## src/logic/bus_pkg.sv

```systemverilog
package bus_pkg;

  ////////////////////
  // basic widths
  ////////////////////

  typedef logic [31:0] addr_t;  // byte address
  typedef logic [31:0] data_t;
  typedef logic [3:0]  strb_t;  // one bit per byte lane
  typedef logic [1:0]  resp_t;
  typedef logic [2:0]  size_t;  // log2 of the byte count

  ////////////////////
  // channel payloads
  ////////////////////

  typedef struct packed {
    addr_t addr;
    size_t size;
  } ar_req_t;

  typedef struct packed {
    data_t data;
    resp_t resp;
  } r_rsp_t;

  typedef struct packed {
    addr_t addr;
    size_t size;
  } aw_req_t;

  typedef struct packed {
    data_t data;
    strb_t strb;
  } w_dat_t;

  typedef struct packed {
    resp_t resp;
  } b_rsp_t;

  typedef enum logic [1:0] {
    ARB_IDLE,   // no read outstanding
    ARB_FETCH,  // fetch read owns the sram
    ARB_DATA,   // load/store read owns the sram
    ARB_CLINT   // load/store read owns the clint
  } arb_state_t;

  ////////////////////
  // address map
  ////////////////////

  localparam addr_t MTIME_LO_ADDR = 32'h0200_0048;
  localparam addr_t MTIME_HI_ADDR = 32'h0200_004C;
  localparam addr_t SRAM_BASE     = 32'h8000_0000;
  localparam int    SRAM_WORDS    = 256;
  localparam int    SRAM_IDX_W    = $clog2(SRAM_WORDS);
  localparam addr_t SRAM_LIMIT    = SRAM_BASE + addr_t'(SRAM_WORDS * 4);  // first byte past the end

  localparam resp_t RESP_OKAY   = 2'd0;
  localparam resp_t RESP_SLVERR = 2'd2;

endpackage

```

## src/logic/clint_timer.sv

```systemverilog
`timescale 1ns/1ps

module clint_timer import bus_pkg::*; (
  input  logic    clock,
  input  logic    rst_n,

  input  logic    arvalid,
  input  ar_req_t ar,
  output logic    arready,

  output logic    rvalid,
  output r_rsp_t  r,
  input  logic    rready
);

  logic [63:0] mtime;
  logic        ar_fire;

  assign arready = ~rvalid;  // one read at a time
  assign ar_fire = arvalid & arready;

  always_ff @(posedge clock) begin
    if (!rst_n) begin
      mtime <= '0;
    end else begin
      mtime <= mtime + 64'd1;
    end
  end

  always_ff @(posedge clock) begin
    if (!rst_n) begin
      rvalid <= 1'b0;
    end else if (ar_fire) begin
      rvalid <= 1'b1;
    end else if (rready) begin
      rvalid <= 1'b0;
    end
  end

  ////////////////////
  // read data
  ////////////////////

  // the half is captured at the handshake, so a stalled response does not drift
  always_ff @(posedge clock) begin
    if (ar_fire) begin
      r.data <= ar.addr[2] ? mtime[63:32] : mtime[31:0];
      r.resp <= RESP_OKAY;
    end
  end

endmodule

```

## config.mk

```make
export PLATFORM = sky130hd
export DESIGN_NAME = clint_timer
export DESIGN_NICKNAME = d
export VERILOG_FILES = /design/src/logic/bus_pkg.sv /design/src/logic/clint_timer.sv
export SDC_FILE = /design/constraint.sdc
export NUM_CORES = 1
export LEC_CHECK = 0
export ABC_AREA = 1
export BUFFER_PORTS_ARGS = -buffer_cell sky130_fd_sc_hd__buf_4
export CAP_MARGIN = 0
export CORE_UTILIZATION = 42
export CTS_CLUSTER_SIZE = 30
export DETAILED_ROUTE_END_ITERATION = 12
export RECOVER_POWER = 50
export SYNTH_ARGS = -nofsm -noshare
export SYNTH_HDL_FRONTEND = slang
export SYNTH_SLANG_ARGS = --single-unit
```

## constraint.sdc

```tcl
create_clock -name clock -period 2.1 [get_ports clock]
set_clock_uncertainty 0.1 [all_clocks]
set_input_delay 0.42 -clock clock [delete_from_list [all_inputs] [get_ports clock]]
set_output_delay 0.42 -clock clock [all_outputs]
set_load 0.05 [all_outputs]
```

Yosys cells after proc, flatten, opt, wreduce, memory -nomap -nowiden

Cells that the tools add are included.

Add/sub/neg operators: 1
Multiply operators: 0
Div/mod/pow operators: 0
Order comparisons: 0
Equality and inequality tests: 0
Shifts and indexed selects: 0
Mux-type cells: 3
Bitwise logic cells: 2
Reductions and logical operators: 1

Operators by type and width:

| cell                                          | number |
|---|---|
| adder 64 x 1 -> 64 bit, second input constant | 1 |
| 2-to-1 mux 32 bit                             | 1 |
| 2-to-1 mux 1 bit                              | 2 |
| nonzero test 2 bit                            | 1 |
| AND 1 bit                                     | 1 |
| inverter 1 bit                                | 1 |

Bits in registers: 97
Bits in latches: 0
Memory bits (writable): 0
Memory bits (read-only): 0
Input bits: 39
Output and inout port bits: 36
Word-level logic and storage cells: 10
Memories: 0

Depth between registers and ports, before layout

Depth after elaboration: 3
Depth in mapped cells: 10

Worst setup path before layout

Ideal clock, no wire load.

Path type: register to register
Start: register rvalid
End: register r[10] (netlist bit) (enable)
Setup time: 387 ps
Arrival: 1642 ps
Required time: 1613 ps
Setup slack: -29 ps
Cell stages (with the launch flop): 4
Path buffers: 0
Clock period less this slack: 2129 ps
Cell sequence: dfxtp_1 inv_1 nand2_1 inv_1

Word-level cells in the longest chain between the ends: 2

RTL lines:

| what                     | RTL line          | RTL |
|---|---|---|
| start: declaration       | clint_timer.sv:11 | `output logic rvalid,` |
| start signal: assignment | clint_timer.sv:32 | `rvalid <= 1'b0;` |
| start signal: assignment | clint_timer.sv:34 | `rvalid <= 1'b1;` |
| start signal: assignment | clint_timer.sv:36 | `rvalid <= 1'b0;` |
| inverter 1 bit           | clint_timer.sv:19 | `assign arready = ~rvalid;` |
| via arready              | clint_timer.sv:9  | `output logic arready,` |
| AND 1 bit                | clint_timer.sv:20 | `assign ar_fire = arvalid & arready;` |
| via ar_fire              | clint_timer.sv:17 | `logic ar_fire;` |
| end: declaration         | clint_timer.sv:12 | `output r_rsp_t r,` |

The timed path passes the listed nets, and every way through them passes these cells.
A chain may end at the register's enable or synchronous reset.

Worst setup path after layout

Start: register mtime[1]
End: register mtime[36]

Word-level cells in the longest chain between the ends: 1

RTL lines:

| what                     | RTL line          | RTL |
|---|---|---|
| start: declaration       | clint_timer.sv:16 | `logic [63:0] mtime;` |
| start signal: assignment | clint_timer.sv:26 | `mtime <= mtime + 64'd1;` |
| adder 64 x 1 -> 64 bit   | clint_timer.sv:26 |  |

No other way between the ends.

==> reports/metrics.yaml <==
status: "finished clean"
finalCritPeriodShare_pct: 90.7
yosys.area_share.xor_xnor_pct: 0.506
final-hold-violation-count: 0
yosys-top-cells-count: "219 x nand2_1, 156 x nor2_1, 87 x inv_1"
cpMaxStageDelayCell: "dfxtp_1"
cts_sinks: 97
worst_slew_pin_slew_ns: 1.03
num_rows: 40
synth_compound_area_share_pct: 10.1
clock_tree.root_cell: "clkbuf_16"
hpwl_mm: 11.8
synthArstFlopShare_pct: 0
h-tree-depth: 3
via_per_inst: 5.05
via_count: 4813
yosys.area.top_type: "dfxtp_1"
relSlewSlack_pct: 31.2
grt_overflow_total: 0
ctsResizeCount: 0
synth_mux_area_share_pct: 0.217
clk-insertion-delay-late_ns: 0.35
grt_max_degree: 50
postSynthCellCount: 758
clock_path_buffers: 2
cts_tree: "yes"
grtUsageTotal_pct: 25.0
io_buffers: 38
synth_edf_count: 32
setup_viol_count_final: 0
final_util_pct: 49.2
drive_gt1_share_pct: 11.6
first_pass_iters: 5
tns_ns: 0
syn_area_um2: 5190
synth_adder_area_share_pct: 0.241
syn_area_per_cell_um2: 6.85
ys_seq_elements: 97
slowest_delay_ns: 0.38
ys_top_cells_by_area: "dfxtp_1 25%, edfxtp_1 19%, nand2_1 16%"
io_pins: 75
fp.dieH_um: 113
die_w_um: 113
ant_nets: 0
drt_iter0_drc: 307
period_minus_slack_ns: 1.90
grt_pass1_vias: 4423
grt_antenna_before_repair: 0
yosys.area.top_type_share_pct: 25.1
synth_top_family_by_area: "simple AND/OR/NAND/NOR gates"
wl_per_cell_um: 15.7
worstPathRequired_ns: 2.25
yosysWarnings: 0
hp-class: "primary input to flip-flop"
drt-total-wl_mm: 15.0
crit_path_start_kind: "flip-flop"
leakage_nw: 2.21
ctsHoldBuffers: 0
synth_simple_gate_area_share_pct: 37.7
start_util_pct: 43.2
synth.most_common_cell: "nand2_1"
die_area_um2: 12800
grt_pass1_wl_mm: 23.7
synth_cell_types: 27
crit_fanout: 7
placeableCoreArea_um2: 12000
power.density_nw_per_um2: 664
cts_buffers: 9
clk_pin_slew_ns: 0.07
gp_congestion: 0.939
final_max_slew_viol_count: 0
ir_drop_mv: 0.344
worstSetupPathType: "flip-flop to flip-flop"
cap_violations: 0
syn_to_final_growth_pct: 13.8
reg2reg_setup_slack_ns: 0.20
cts_setup_buffers: 0
crit_arrival_ns: 2.05
critPathMostFrequentCell: "nand2_1"
ys_seq_area_share_pct: 43.6
synth_flop_cell: "dfxtp_1"
crit_path_end_kind: "flip-flop"
rsz0062_at_grt: "no"
layout.nets: 842
drc: 0
path_cells: "ha_1 -> nand2_1 -> nor2_4 -> nand2_4 -> nor2_8 -> nand2_4 -> nor2_2 -> nand2_1 -> nand2_1 -> nor2_1"
n_antenna_cell: 0
fmax_mhz: 525
-- power breakdown --
part           internal [mW]  switching, mW
Clock                  0.918          0.724
Combinational         0.0618          0.225
Sequential              1.97         0.0150
Total                   2.95          0.964
-- routing by layer --
layer | vias up | track usage (%) | wire (um)
li1 | 2488 | - | -
met1 | 2194 | 33.8 | 7040
met2 | 119 | 40.7 | 6870
met3 | 12 | 4.82 | 880
met4 | 0 | 6.93 | 189
met5 | - | 0 | 0
-- sequential cells by signal, indices dropped and copies added, names as in the netlist --
name and count:
r 32, mtime 64, rvalid 1
-- area by class of cell --
class | instances | area (um^2)
clock inverters | 6 | 60.1
fillers | 1274 | 6110
inverters | 88 | 335
repair buffers | 47 | 300
multi-input cells | 559 | 2530
flip-flops and latches | 97 | 2260
clock buffers | 10 | 229
well taps | 147 | 184
-- final timing paths --
kind                             from              endpoint  depth (start not counted)
setup / recovery  mtime[1]$_SDFF_PN0_  mtime[36]$_SDFF_PN0_                         10
setup reg to reg  mtime[1]$_SDFF_PN0_  mtime[36]$_SDFF_PN0_                         10
hold / removal                 rready   rvalid$_SDFFE_PN0P_                          3
hold reg to reg   mtime[0]$_SDFF_PN0_   mtime[0]$_SDFF_PN0_                          1
-- placed cells by master (no fill, tap or decap) --
cell type   netlist  final
a21oi_1          36     36
buf_4             2     31
bufinv_16         0      1
clkbuf_1         13     13
clkbuf_16         0      9
clkbuf_2          0      3
clkbuf_4          0      1
clkinv_2          0      3
clkinvlp_2        0      1
clkinvlp_4        0      3
conb_1            1      2
dfxtp_1          65     65
edfxtp_1         32     32
ha_1              1      1
inv_1            87     85
inv_2             1      1
mux2_2            1      1
nand2_1         219    220
nand2_2           9      8
nand2_4           4      4
nand3_1          23     23
nand3_2           3      3
nand4_1          12     12
nor2_1          156    156
nor2_2           15     15
nor2_4            6      6
nor2_8            2      2
nor3_1            5      5
o21a_1            2      2
o21ai_0          50     50
o21ai_1           2      2
o21bai_1          6      6
o21bai_2          2      2
xor2_1            3      3
-- critical path, delay by kind of cell (launching register included) --
family,cells,cell delay [ns]
AND/OR/NAND/NOR,9,1.08
flip-flops,1,0.38
adder cells (fa/ha/maj),1,0.21
-- metrics by stage --
step	cells	cell area, um^2	hold WS (ns)	worst slack [ns]	power, mW
after floorplan	759	5200	0.330	0.0898	2.24
after global placement	938	5670	0.346	0.266	2.33
after detailed placement	938	5670	0.362	0.246	2.33
after CTS	954	5960	0.270	0.231	3.97
after global routing	954	5900	0.291	0.0445	4.06
final	954	5900	0.288	0.196	3.92
-- cells by family after synthesis --
| kind of cell | Yosys count |
|---|---|
| and+or+nand+nor | 454 |
| buffers and inverters | 103 |
| AOI/OAI and AO/OA | 98 |
| DFF | 97 |
| xor gates and xnor gates | 3 |
| adders and majority gates | 1 |
| other | 1 |
| muxes | 1 |
Power figures use the tool's default switching activity.
