[src/logic/bus_pkg.sv]
package bus_pkg;

  ////////////////////
  // basic widths
  ////////////////////

  typedef logic [31:0] addr_t;  // byte address
  typedef logic [31:0] data_t;
  typedef logic [3:0]  strb_t;  // one bit per byte lane
  typedef logic [1:0]  resp_t;
  typedef logic [2:0]  size_t;  // log2 of the byte count

  ////////////////////
  // channel payloads
  ////////////////////

  typedef struct packed {
    addr_t addr;
    size_t size;
  } ar_req_t;

  typedef struct packed {
    data_t data;
    resp_t resp;
  } r_rsp_t;

  typedef struct packed {
    addr_t addr;
    size_t size;
  } aw_req_t;

  typedef struct packed {
    data_t data;
    strb_t strb;
  } w_dat_t;

  typedef struct packed {
    resp_t resp;
  } b_rsp_t;

  typedef enum logic [1:0] {
    ARB_IDLE,   // no read outstanding
    ARB_FETCH,  // fetch read owns the sram
    ARB_DATA,   // load/store read owns the sram
    ARB_CLINT   // load/store read owns the clint
  } arb_state_t;

  ////////////////////
  // address map
  ////////////////////

  localparam addr_t MTIME_LO_ADDR = 32'h0200_0048;
  localparam addr_t MTIME_HI_ADDR = 32'h0200_004C;
  localparam addr_t SRAM_BASE     = 32'h8000_0000;
  localparam int    SRAM_WORDS    = 256;
  localparam int    SRAM_IDX_W    = $clog2(SRAM_WORDS);
  localparam addr_t SRAM_LIMIT    = SRAM_BASE + addr_t'(SRAM_WORDS * 4);  // first byte past the end

  localparam resp_t RESP_OKAY   = 2'd0;
  localparam resp_t RESP_SLVERR = 2'd2;

endpackage

[src/logic/bus_arbiter.sv]
`timescale 1ns/1ps

module bus_arbiter import bus_pkg::*; (
  input  logic    clock,
  input  logic    rst_n,

  input  logic    if_arvalid,
  input  ar_req_t if_ar,
  output logic    if_arready,
  output logic    if_rvalid,
  output r_rsp_t  if_r,
  input  logic    if_rready,

  input  logic    ls_arvalid,
  input  ar_req_t ls_ar,
  output logic    ls_arready,
  output logic    ls_rvalid,
  output r_rsp_t  ls_r,
  input  logic    ls_rready,

  output logic    mem_arvalid,
  output ar_req_t mem_ar,
  input  logic    mem_arready,
  input  logic    mem_rvalid,
  input  r_rsp_t  mem_r,
  output logic    mem_rready,

  output logic    clint_arvalid,
  output ar_req_t clint_ar,
  input  logic    clint_arready,
  input  logic    clint_rvalid,
  input  r_rsp_t  clint_r,
  output logic    clint_rready
);

  arb_state_t state;
  arb_state_t state_next;
  logic       idle;
  logic       ls_is_clint;
  logic       ls_to_mem;
  logic       ls_to_clint;

  assign idle = (state == ARB_IDLE);

  // only the two mtime words live in the clint
  assign ls_is_clint = (ls_ar.addr == MTIME_LO_ADDR) || (ls_ar.addr == MTIME_HI_ADDR);

  // fetch has fixed priority, load/store only gets the bus when fetch is quiet
  assign ls_to_mem   = idle & ~if_arvalid & ls_arvalid & ~ls_is_clint;
  assign ls_to_clint = idle & ~if_arvalid & ls_arvalid & ls_is_clint;

  ////////////////////
  // request side
  ////////////////////

  assign mem_arvalid   = (idle & if_arvalid) | ls_to_mem;
  assign mem_ar        = if_arvalid ? if_ar : ls_ar;
  assign clint_arvalid = ls_to_clint;
  assign clint_ar      = ls_ar;

  assign if_arready = idle & if_arvalid & mem_arready;
  assign ls_arready = (ls_to_mem & mem_arready) | (ls_to_clint & clint_arready);

  ////////////////////
  // response side
  ////////////////////

  assign if_rvalid = (state == ARB_FETCH) & mem_rvalid;
  assign if_r      = mem_r;

  assign ls_rvalid = ((state == ARB_DATA) & mem_rvalid) | ((state == ARB_CLINT) & clint_rvalid);
  assign ls_r      = (state == ARB_CLINT) ? clint_r : mem_r;

  assign mem_rready   = ((state == ARB_FETCH) & if_rready) | ((state == ARB_DATA) & ls_rready);
  assign clint_rready = (state == ARB_CLINT) & ls_rready;

  always_comb begin
    state_next = state;
    unique case (state)
      ARB_IDLE: begin
        if (if_arvalid && if_arready) begin
          state_next = ARB_FETCH;
        end else if (ls_arvalid && ls_arready) begin
          state_next = ls_is_clint ? ARB_CLINT : ARB_DATA;
        end
      end
      ARB_FETCH: begin
        if (if_rvalid && if_rready) begin
          state_next = ARB_IDLE;  // owner released on the r handshake
        end
      end
      ARB_DATA, ARB_CLINT: begin
        if (ls_rvalid && ls_rready) begin
          state_next = ARB_IDLE;
        end
      end
      default: state_next = ARB_IDLE;
    endcase
  end

  always_ff @(posedge clock) begin
    if (!rst_n) begin
      state <= ARB_IDLE;
    end else begin
      state <= state_next;
    end
  end

endmodule

[config.mk]
export PLATFORM = sky130hd
export DESIGN_NAME = bus_arbiter
export DESIGN_NICKNAME = d
export VERILOG_FILES = /design/src/logic/bus_pkg.sv /design/src/logic/bus_arbiter.sv
export SDC_FILE = /design/constraint.sdc
export NUM_CORES = 1
export LEC_CHECK = 0
export BUFFER_PORTS_ARGS = -buffer_cell sky130_fd_sc_hd__buf_2
export CORE_AREA = 2 2 114 116
export CTS_CLUSTER_DIAMETER = 30
export CTS_CLUSTER_SIZE = 28
export DETAILED_ROUTE_END_ITERATION = 8
export DIE_AREA = 0 0 116 118
export GPL_TIMING_DRIVEN = 1
export SLEW_MARGIN = 10
export SYNTH_ARGS = -nofsm -noshare
export SYNTH_HDL_FRONTEND = slang
export SYNTH_SLANG_ARGS = --single-unit
[constraint.sdc]
create_clock -name clock -period 3.35 [get_ports clock]
set_clock_uncertainty 0.15 [all_clocks]
set_input_delay 1.005 -clock clock [delete_from_list [all_inputs] [get_ports clock]]
set_output_delay 1.005 -clock clock [all_outputs]
set_load 0.05 [all_outputs]
# Word level (Yosys, flattened, before mapping)
# Index checks and enable logic that the tools add are counted.
[totals] reg_bits=2 in_bits=148 output_inout_bits=146 wordCells=45
[op_classes] eq_ne=8 muxes=8 bitwise_logic=20 reduce_logical=8
[op_table] operator="$eq A32 B26 Y1 const B" n=2
[op_table] operator="$mux W35" n=1
[op_table] operator="$mux W34" n=1
[op_table] operator="$and A1 B1 Y1" n=14
[op_table] operator="$mux W2" n=4
[op_table] operator="$pmux W2 S3" n=1
[op_table] operator="$eq A2 B2 Y1 const B" n=2
[op_table] operator="$logic_and A1 B1 Y1" n=4
[op_table] operator="$or A1 B1 Y1" n=4
[op_table] operator="$ne A3 B1 Y1 const B" n=1
[op_table] operator="$reduce_and A3 Y1" n=1
[op_table] operator="$eq A2 B1 Y1 const B" n=1
[op_table] operator="$logic_not A2 Y1" n=1
[op_table] operator="$ne A2 B1 Y1 const B" n=1
[op_table] operator="$ne A2 B2 Y1 const B" n=1
[op_table] operator="$not A1 Y1" n=2
[op_table] operator="$reduce_or A2 Y1" n=1
[op_table] operator="$logic_or A1 B1 Y1" n=1
[op_table] operator="$mux W1" n=1

# Longest topological paths before layout
# Gate-level depths: netlist of run 1.
[depth] ltp_word=10 mapped_depth=6 depth_no_buf=5

# Worst setup path before layout of run 1
# No wires, ideal clock.
[synth_timing] kind="input port to output port" startpoint="input ls_ar[6] (netlist name)" endpoint="output mem_arvalid" arrival_ns=2.522 required_ns=2.195 slack_ns=-0.327 stages=5 n_path_buf=0 path_cell_list="nor4b_2 > nand4_1 > or2_1 > a21oi_1 > nor3_1"
[synth_between] elab_chain_len=5 word_cells_on_any_way=6 classes_between="eq/ne (2); bitwise (3); reduce/logical (1)"
[synth_rtl] item="from (decl)" line="bus_arbiter.sv:15" source="input ar_req_t ls_ar,"
[synth_rtl] item="$eq A32 B26 Y1" line="bus_arbiter.sv:46" source="assign ls_is_clint = (ls_ar.addr == MTIME_LO_ADDR) || (ls_ar.addr == MTIME_HI_ADDR);"
[synth_rtl] item="$logic_or A1 B1 Y1 (*)" line="bus_arbiter.sv:46"
[synth_rtl] item="$not A1 Y1 (*)" line="bus_arbiter.sv:49" source="assign ls_to_mem = idle & ~if_arvalid & ls_arvalid & ~ls_is_clint;"
[synth_rtl] item="$and A1 B1 Y1 (*)" line="bus_arbiter.sv:49"
[synth_rtl] item="$or A1 B1 Y1 (*)" line="bus_arbiter.sv:56" source="assign mem_arvalid = (idle & if_arvalid) | ls_to_mem;"
[synth_rtl] item="to (decl)" line="bus_arbiter.sv:21" source="output logic mem_arvalid,"
# Mark *: on every way between the ends. The rest lies on a longest branch, timed or not.

# Worst setup path in the final report of run 1
[layout_timing] startpoint="input ls_ar[4] (netlist name)" endpoint="output clint_arvalid"
[layout_between] elab_chain_len=3 word_cells_on_any_way=4 classes_between="eq/ne (2); bitwise (1); reduce/logical (1)"
[layout_rtl] item="$eq A32 B26 Y1" line="bus_arbiter.sv:46"
[layout_rtl] item="$logic_or A1 B1 Y1 (*)" line="bus_arbiter.sv:46"
[layout_rtl] item="$and A1 B1 Y1 (*)" line="bus_arbiter.sv:50" source="assign ls_to_clint = idle & ~if_arvalid & ls_arvalid & ls_is_clint;"
[layout_rtl] item="to (decl)" line="bus_arbiter.sv:28" source="output logic clint_arvalid,"
# Marked as above.

==> flow_summary.yaml, run 1 <==
worst_setup_path:
  worstPathArrival_ns: 2.34
  timing.rr.start: "state[1]"
  reg2reg_setup_slack_ns: 1.52
  cp-end-kind: "output pin"
  path_class: "in -> out"
  cp_max_fo: 4
  cp-startpoint: "ls_ar[4]"
  worstSetupStartpointType: "input pin"
  required_ns: 2.19
routing:
  routed_wl_um: 8600
  ant_nets: 0
  num_vias: 2331
  avgRoutedWirePerCell_um: 14.0
  drt_first_iter_violations: 45
  drc_errors: 0
  via_per_inst: 3.80
  first_pass_iters: 4
cells_and_area:
  final_nets: 591
  drive_gt1_share_pct: 93.4
  area_delta_synth_final_pct: 97.2
  finalInstanceArea_mm2: 0.00330
  nFillCells: 1396
  finalNonFillerCells: 613
  n_antenna_cell: 0
  seq_area_um2: 40.0
  regMostFlops: "state"
  largest_register_ffs: 2
  top_regs: "state x2"
  multi_input_area_mm2: 0.00115
  final_common_cell: "buf_2"
  layout_common_cells: "buf_2 (280), mux2_2 (69), buf_4 (32)"
global_route:
  grt_util_all_layers_pct: 11.2
  use_met3_pct: 0.927
  gr-usage-met2_pct: 23.9
  grt_overflow: 0
  globalRouteMet1Util_pct: 10.8
  antenna_found_initial: 1
  grt_first_pass_wirelength_um: 11700
  top_usage_layer: "met2"
  grt_pass1_vias: 2265
  grt_max_degree: 35
power_and_ir_drop:
  p_leak_nw: 1.80
  p_per_area_mw_per_mm2: 278
  ir_worst_vdd_v: 0.000149
synthesis:
  syn_avg_cell_area_um2: 8.80
  syn-num-nets: 338
  synth_cell_types: 25
  synth_seq_area_share_pct: 2.40
  synth_cells: 190
  synth_edf_count: 0
  yosysWarnings: 0
  postSynth.asyncResetShare_pct: 0
  synth_area_mm2: 0.00167
  ys_ff_latch: 2
  synthFlopType: "dfxtp_1"
clocking:
  path_clk_slew_ns: 0.03
  htree_levels: 1
  clockBufferDepth: 2
  root_buffer: "clkbuf_16"
  cts_buffers: 3
  clk_latency_ns: 0.22
  clkSinkCount: 2
  cts_tree: "done"
floorplanning:
  start_util_pct: 13.5
  core_mm2: 0.0124
  rows: 41
  die-area_mm2: 0.0137
  die_h_um: 118
  io_pins: 294
  dieWidth_um: 116
placed_design:
  routabilityCongestion: 0.800
  dp_hpwl_um: 7710
  port_buffers: 293
  place_area_mm2: 0.00303
  dp_cells: 605
timing:
  period_needed_ns: 3.49
  hold-worst-slack_ns: 0.435
  fmax_mhz: 286
  rsz0062_at_grt: "true"
  period_share_pct: 104
  timing.final.ws_setup_ns: -0.143
  tightest_slew_ns: 0.461
  setup_viol: 3
  slew-limit-headroom_pct: 69.3
  drv_slew: 0
  hold_viol: 0
  setup-tns-final_ns: -0.371
run:
  drv_cap: 0
run_status:
  violations: "setup timing"
  status: "finished, violations left"
worst_hold_path:
  hold_class: "reg -> reg"
  hold_start: "state[0]"
## cells in the mapped netlist (2+ instances only)
cell      instances  area (µm²)
buf_2             9        45.0
buf_4            69         518
dfxtp_1           2        40.0
mux2_2           69         777
nand2_1           5        18.8
nand3_1           2        10.0
nand3b_1          2        15.0
nand4_1           2        12.5
nor2_1            2        7.51
nor2b_1           2        12.5
nor3_1            5        25.0
nor4_1            2        12.5
nor4_2            2        25.0
nor4b_2           4        60.1
o21ai_0           2        10.0
or2_1             2        12.5
## stage by stage
step	power [mW]	utilization (%)	worst slack (ns)
after floorplan	0.556	-	0.0453
after global placement	0.723	24.4	-0.308
after detailed placement	0.724	24.4	-0.335
after CTS	0.915	25.8	-0.187
after global routing	0.953	26.6	-0.186
final	0.916	26.6	-0.143
## path summary, 6_finish.rpt
kind / to / depth (start not counted)
setup / recovery: clint_arvalid / 8
hold / removal: state[0] / 2
setup reg to reg: state[1] / 7
hold reg to reg: state[0] / 2
## metal layers
metal,vias to the layer above,wire length (µm)
li1,1117,-
met1,1022,2970
met2,186,4780
met3,6,744
met4,0,111
met5,-,0
## critical path: stages
cell	delay [ns]
buf_4	0.13
nor4b_4	0.25
nand4_1	0.14
buf_6	0.15
or2_4	0.25
buf_6	0.12
nor2b_4	0.13
buf_12	0.15
## report_power, final
group / internal (mW) / total, mW / switching (mW)
logic: 0.215 / 0.711 / 0.496
clock network: 0.152 / 0.176 / 0.0244
registers: 0.0252 / 0.0284 / 0.00321
total: 0.392 / 0.916 / 0.524
## cells by family after synthesis
kind of cell,count (synthesis),share of synthesized area [%]
AOI/OAI and AO/OA,7,2.77
muxes,70,47.1
and+or+nand+nor,33,14.1
buffers and inverters,78,33.7
DFF,2,2.40
## cell type report
class                   instances  share of cell area, %
repair buffers                326                   55.0
multi-input cells             110                   35.0
well taps                     172                   6.53
clock buffers                   3                   2.28
flip-flops and latches          2                   1.21
## repair_timing
| action | CTS | global route |
|---|---|---|
| hold buffers | 0 | 0 |
| buffers inserted | 3 | 2 |
| resized for setup | 15 | 17 |
| cloned | 0 | 0 |
| pin swaps | 8 | 8 |
| endpoints found under the setup margin | 3 | 3 |
No activity file was read; power rests on OpenSTA's default activity.
==> run 2: changes to the inputs <==
--- a/config.mk
+++ b/config.mk
@@ -7,6 +7,7 @@
 export LEC_CHECK = 0
 export BUFFER_PORTS_ARGS = -buffer_cell sky130_fd_sc_hd__buf_2
 export CORE_AREA = 2 2 114 116
+export CTS_BUF_LIST = sky130_fd_sc_hd__clkbuf_2 sky130_fd_sc_hd__clkbuf_4 sky130_fd_sc_hd__clkbuf_8
 export CTS_CLUSTER_DIAMETER = 30
 export CTS_CLUSTER_SIZE = 28
 export DETAILED_ROUTE_END_ITERATION = 8
==> constraint.sdc (replaced) <==
create_clock -name clock -period 3.35 [get_ports clock]
set_clock_uncertainty 0.15 [all_clocks]
set_input_delay 0.67 -clock clock [delete_from_list [all_inputs] [get_ports clock]]
set_output_delay 0.67 -clock clock [all_outputs]
set_load 0.05 [all_outputs]
==> run 2 against run 1 <==
Against the previous run: register-to-register slack improved by 0.22 ns; total power decreased by 13%; largest power group unchanged; design area decreased by 13%; clock power decreased by 47%; via count decreased by 4.3%; sequential power increased by 2%; highest routed layer unchanged; sequential cell count unchanged; the flow now finishes without violations; critical path type unchanged.
==> flow_summary.yaml, run 2 (same netlist as run 1, synthesis figures left out) <==
global_route:
  antenna_found_initial: 0
  grt_max_degree: 35
  grt_first_pass_wirelength_um: 10600
  grt_pass1_vias: 2059
  grt_util_all_layers_pct: 10.0
  grt_overflow: 0
worst_setup_path:
  cp_max_fo: 4
  cp-end-kind: "output pin"
  reg2reg_setup_slack_ns: 1.74
  path_class: "in -> out"
  required_ns: 2.53
  rr_worst_depth: 5
  worstSetupStartpointType: "input pin"
  worstPathArrival_ns: 2.19
  rr_endpoint: "state[1]"
  timing.rr.start: "state[1]"
clocking:
  cts_buffers: 3
  htree_levels: 1
  cts_hold_buf: 0
  clkSinkCount: 2
  clk_latency_ns: 0.21
  cts_tree: "done"
  path_clk_slew_ns: 0.03
  post_cts_resized: 0
  clockBufferDepth: 2
  post_cts_buffers: 0
  root_buffer: "clkbuf_8"
floorplanning:
  io_pins: 294
  dieWidth_um: 116
  die-area_mm2: 0.0137
  start_util_pct: 13.5
  core_mm2: 0.0124
  die_h_um: 118
  rows: 41
timing:
  hold_viol: 0
  setup-tns-final_ns: 0
  fmax_mhz: 332
  tightest_slew_ns: 0.442
  setup_viol: 0
  period_share_pct: 90.0
  rsz0062_at_grt: "false"
  drv_slew: 0
  timing.final.ws_setup_ns: 0.336
  slew-limit-headroom_pct: 70.5
  period_needed_ns: 3.01
power_and_ir_drop:
  ir_worst_vdd_v: 0.000109
  power.total_uw: 792
  p_per_area_mw_per_mm2: 277
  p_leak_nw: 1.57
worst_hold_path:
  min_path_cells: 2
  hold_start: "state[0]"
  hold_class: "reg -> reg"
  whs_endpoint: "state[0]"
cells_and_area:
  finalCoreUtilization_pct: 23.0
  final_common_cell: "buf_2"
  top_regs: "state x2"
  layout_common_cells: "buf_2 (293), mux2_2 (69), nand2_1 (5), nor3_1 (5), nor4b_2 (4)"
  regMostFlops: "state"
  area_delta_synth_final_pct: 71.0
  largest_register_ffs: 2
  n_antenna_cell: 0
  final_nets: 560
  drive_gt1_share_pct: 91.2
  nFillCells: 1439
placed_design:
  routabilityCongestion: 0.753
  port_buffers: 293
  place_ws_ns: 0.246
  dp_hpwl_um: 7260
routing:
  drt_first_iter_violations: 42
  dr_wl_met2_um: 4110
  avgRoutedWirePerCell_um: 13.6
  routed_wl_um: 7930
  via_per_inst: 3.83
  drc_errors: 0
  top_layer: "met4"
  num_vias: 2231
  routed-wl-met3_um: 867
  ant_nets: 0
  first_pass_iters: 4
  met1Wirelength_um: 2940
run_status:
  status: "finished clean"
run:
  drv_cap: 0
-- run 2: how the worst max path moves through the flow --
| stage | startpoint | endpoint | slack (ns) |
|---|---|---|---|
| 2_1_floorplan | ls_ar[6] | mem_arvalid | 0.34 |
| 3_3_place_gp | ls_ar[20] | ls_arready | 0.25 |
| 3_5_place_dp | ls_ar[20] | ls_arready | 0.25 |
| 4_1_cts | ls_ar[20] | ls_arready | 0.24 |
| 5_1_grt | ls_ar[20] | mem_arvalid | 0.20 |
| 6_report | ls_ar[20] | ls_arready | 0.34 |
-- run 2: where the power goes --
group | total, mW | switching [mW] | internal (mW) | leakage, nW
Clock | 0.0934 | 0.0175 | 0.0759 | 0.0216
Sequential | 0.0291 | 0.00393 | 0.0252 | 0.0163
Combinational | 0.670 | 0.483 | 0.186 | 1.53
Total | 0.792 | 0.505 | 0.288 | 1.57
-- run 2: worst max-delay path, stage by stage --
cell	delay, ns
buf_2	0.13
nor4b_2	0.33
nand4_1	0.30
o211a_1	0.32
or2_1	0.23
buf_2	0.21
-- run 2: area by class of cell --
class                           instances  area (µm²)  share of cell area (%)
Clock buffer                            3        41.3                    1.44
Multi-Input combinational cell        110        1070                    37.4
Sequential cell                         2        40.0                    1.40
Tap cell                              172         215                    7.53
Timing Repair Buffer                  295        1490                    52.3
-- run 2: per-layer routing --
| layer | vias to the layer above | track usage, % |
|---|---|---|
| li1 | 1053 | - |
| met1 | 994 | 11.0 |
| met2 | 182 | 20.4 |
| met3 | 2 | 1.24 |
| met4 | 0 | 1.12 |
| met5 | - | 0 |
-- run 2: through the flow --
step / hold slack [ns] / std cells / area, µm²
2_1_floorplan: 0.515 / 190 / 1670
3_3_place_gp: 0.531 / 579 / 2820
3_5_place_dp: 0.527 / 579 / 2820
4_1_cts: 0.535 / 582 / 2860
5_1_grt: 0.582 / 582 / 2860
6_report: 0.548 / 582 / 2860
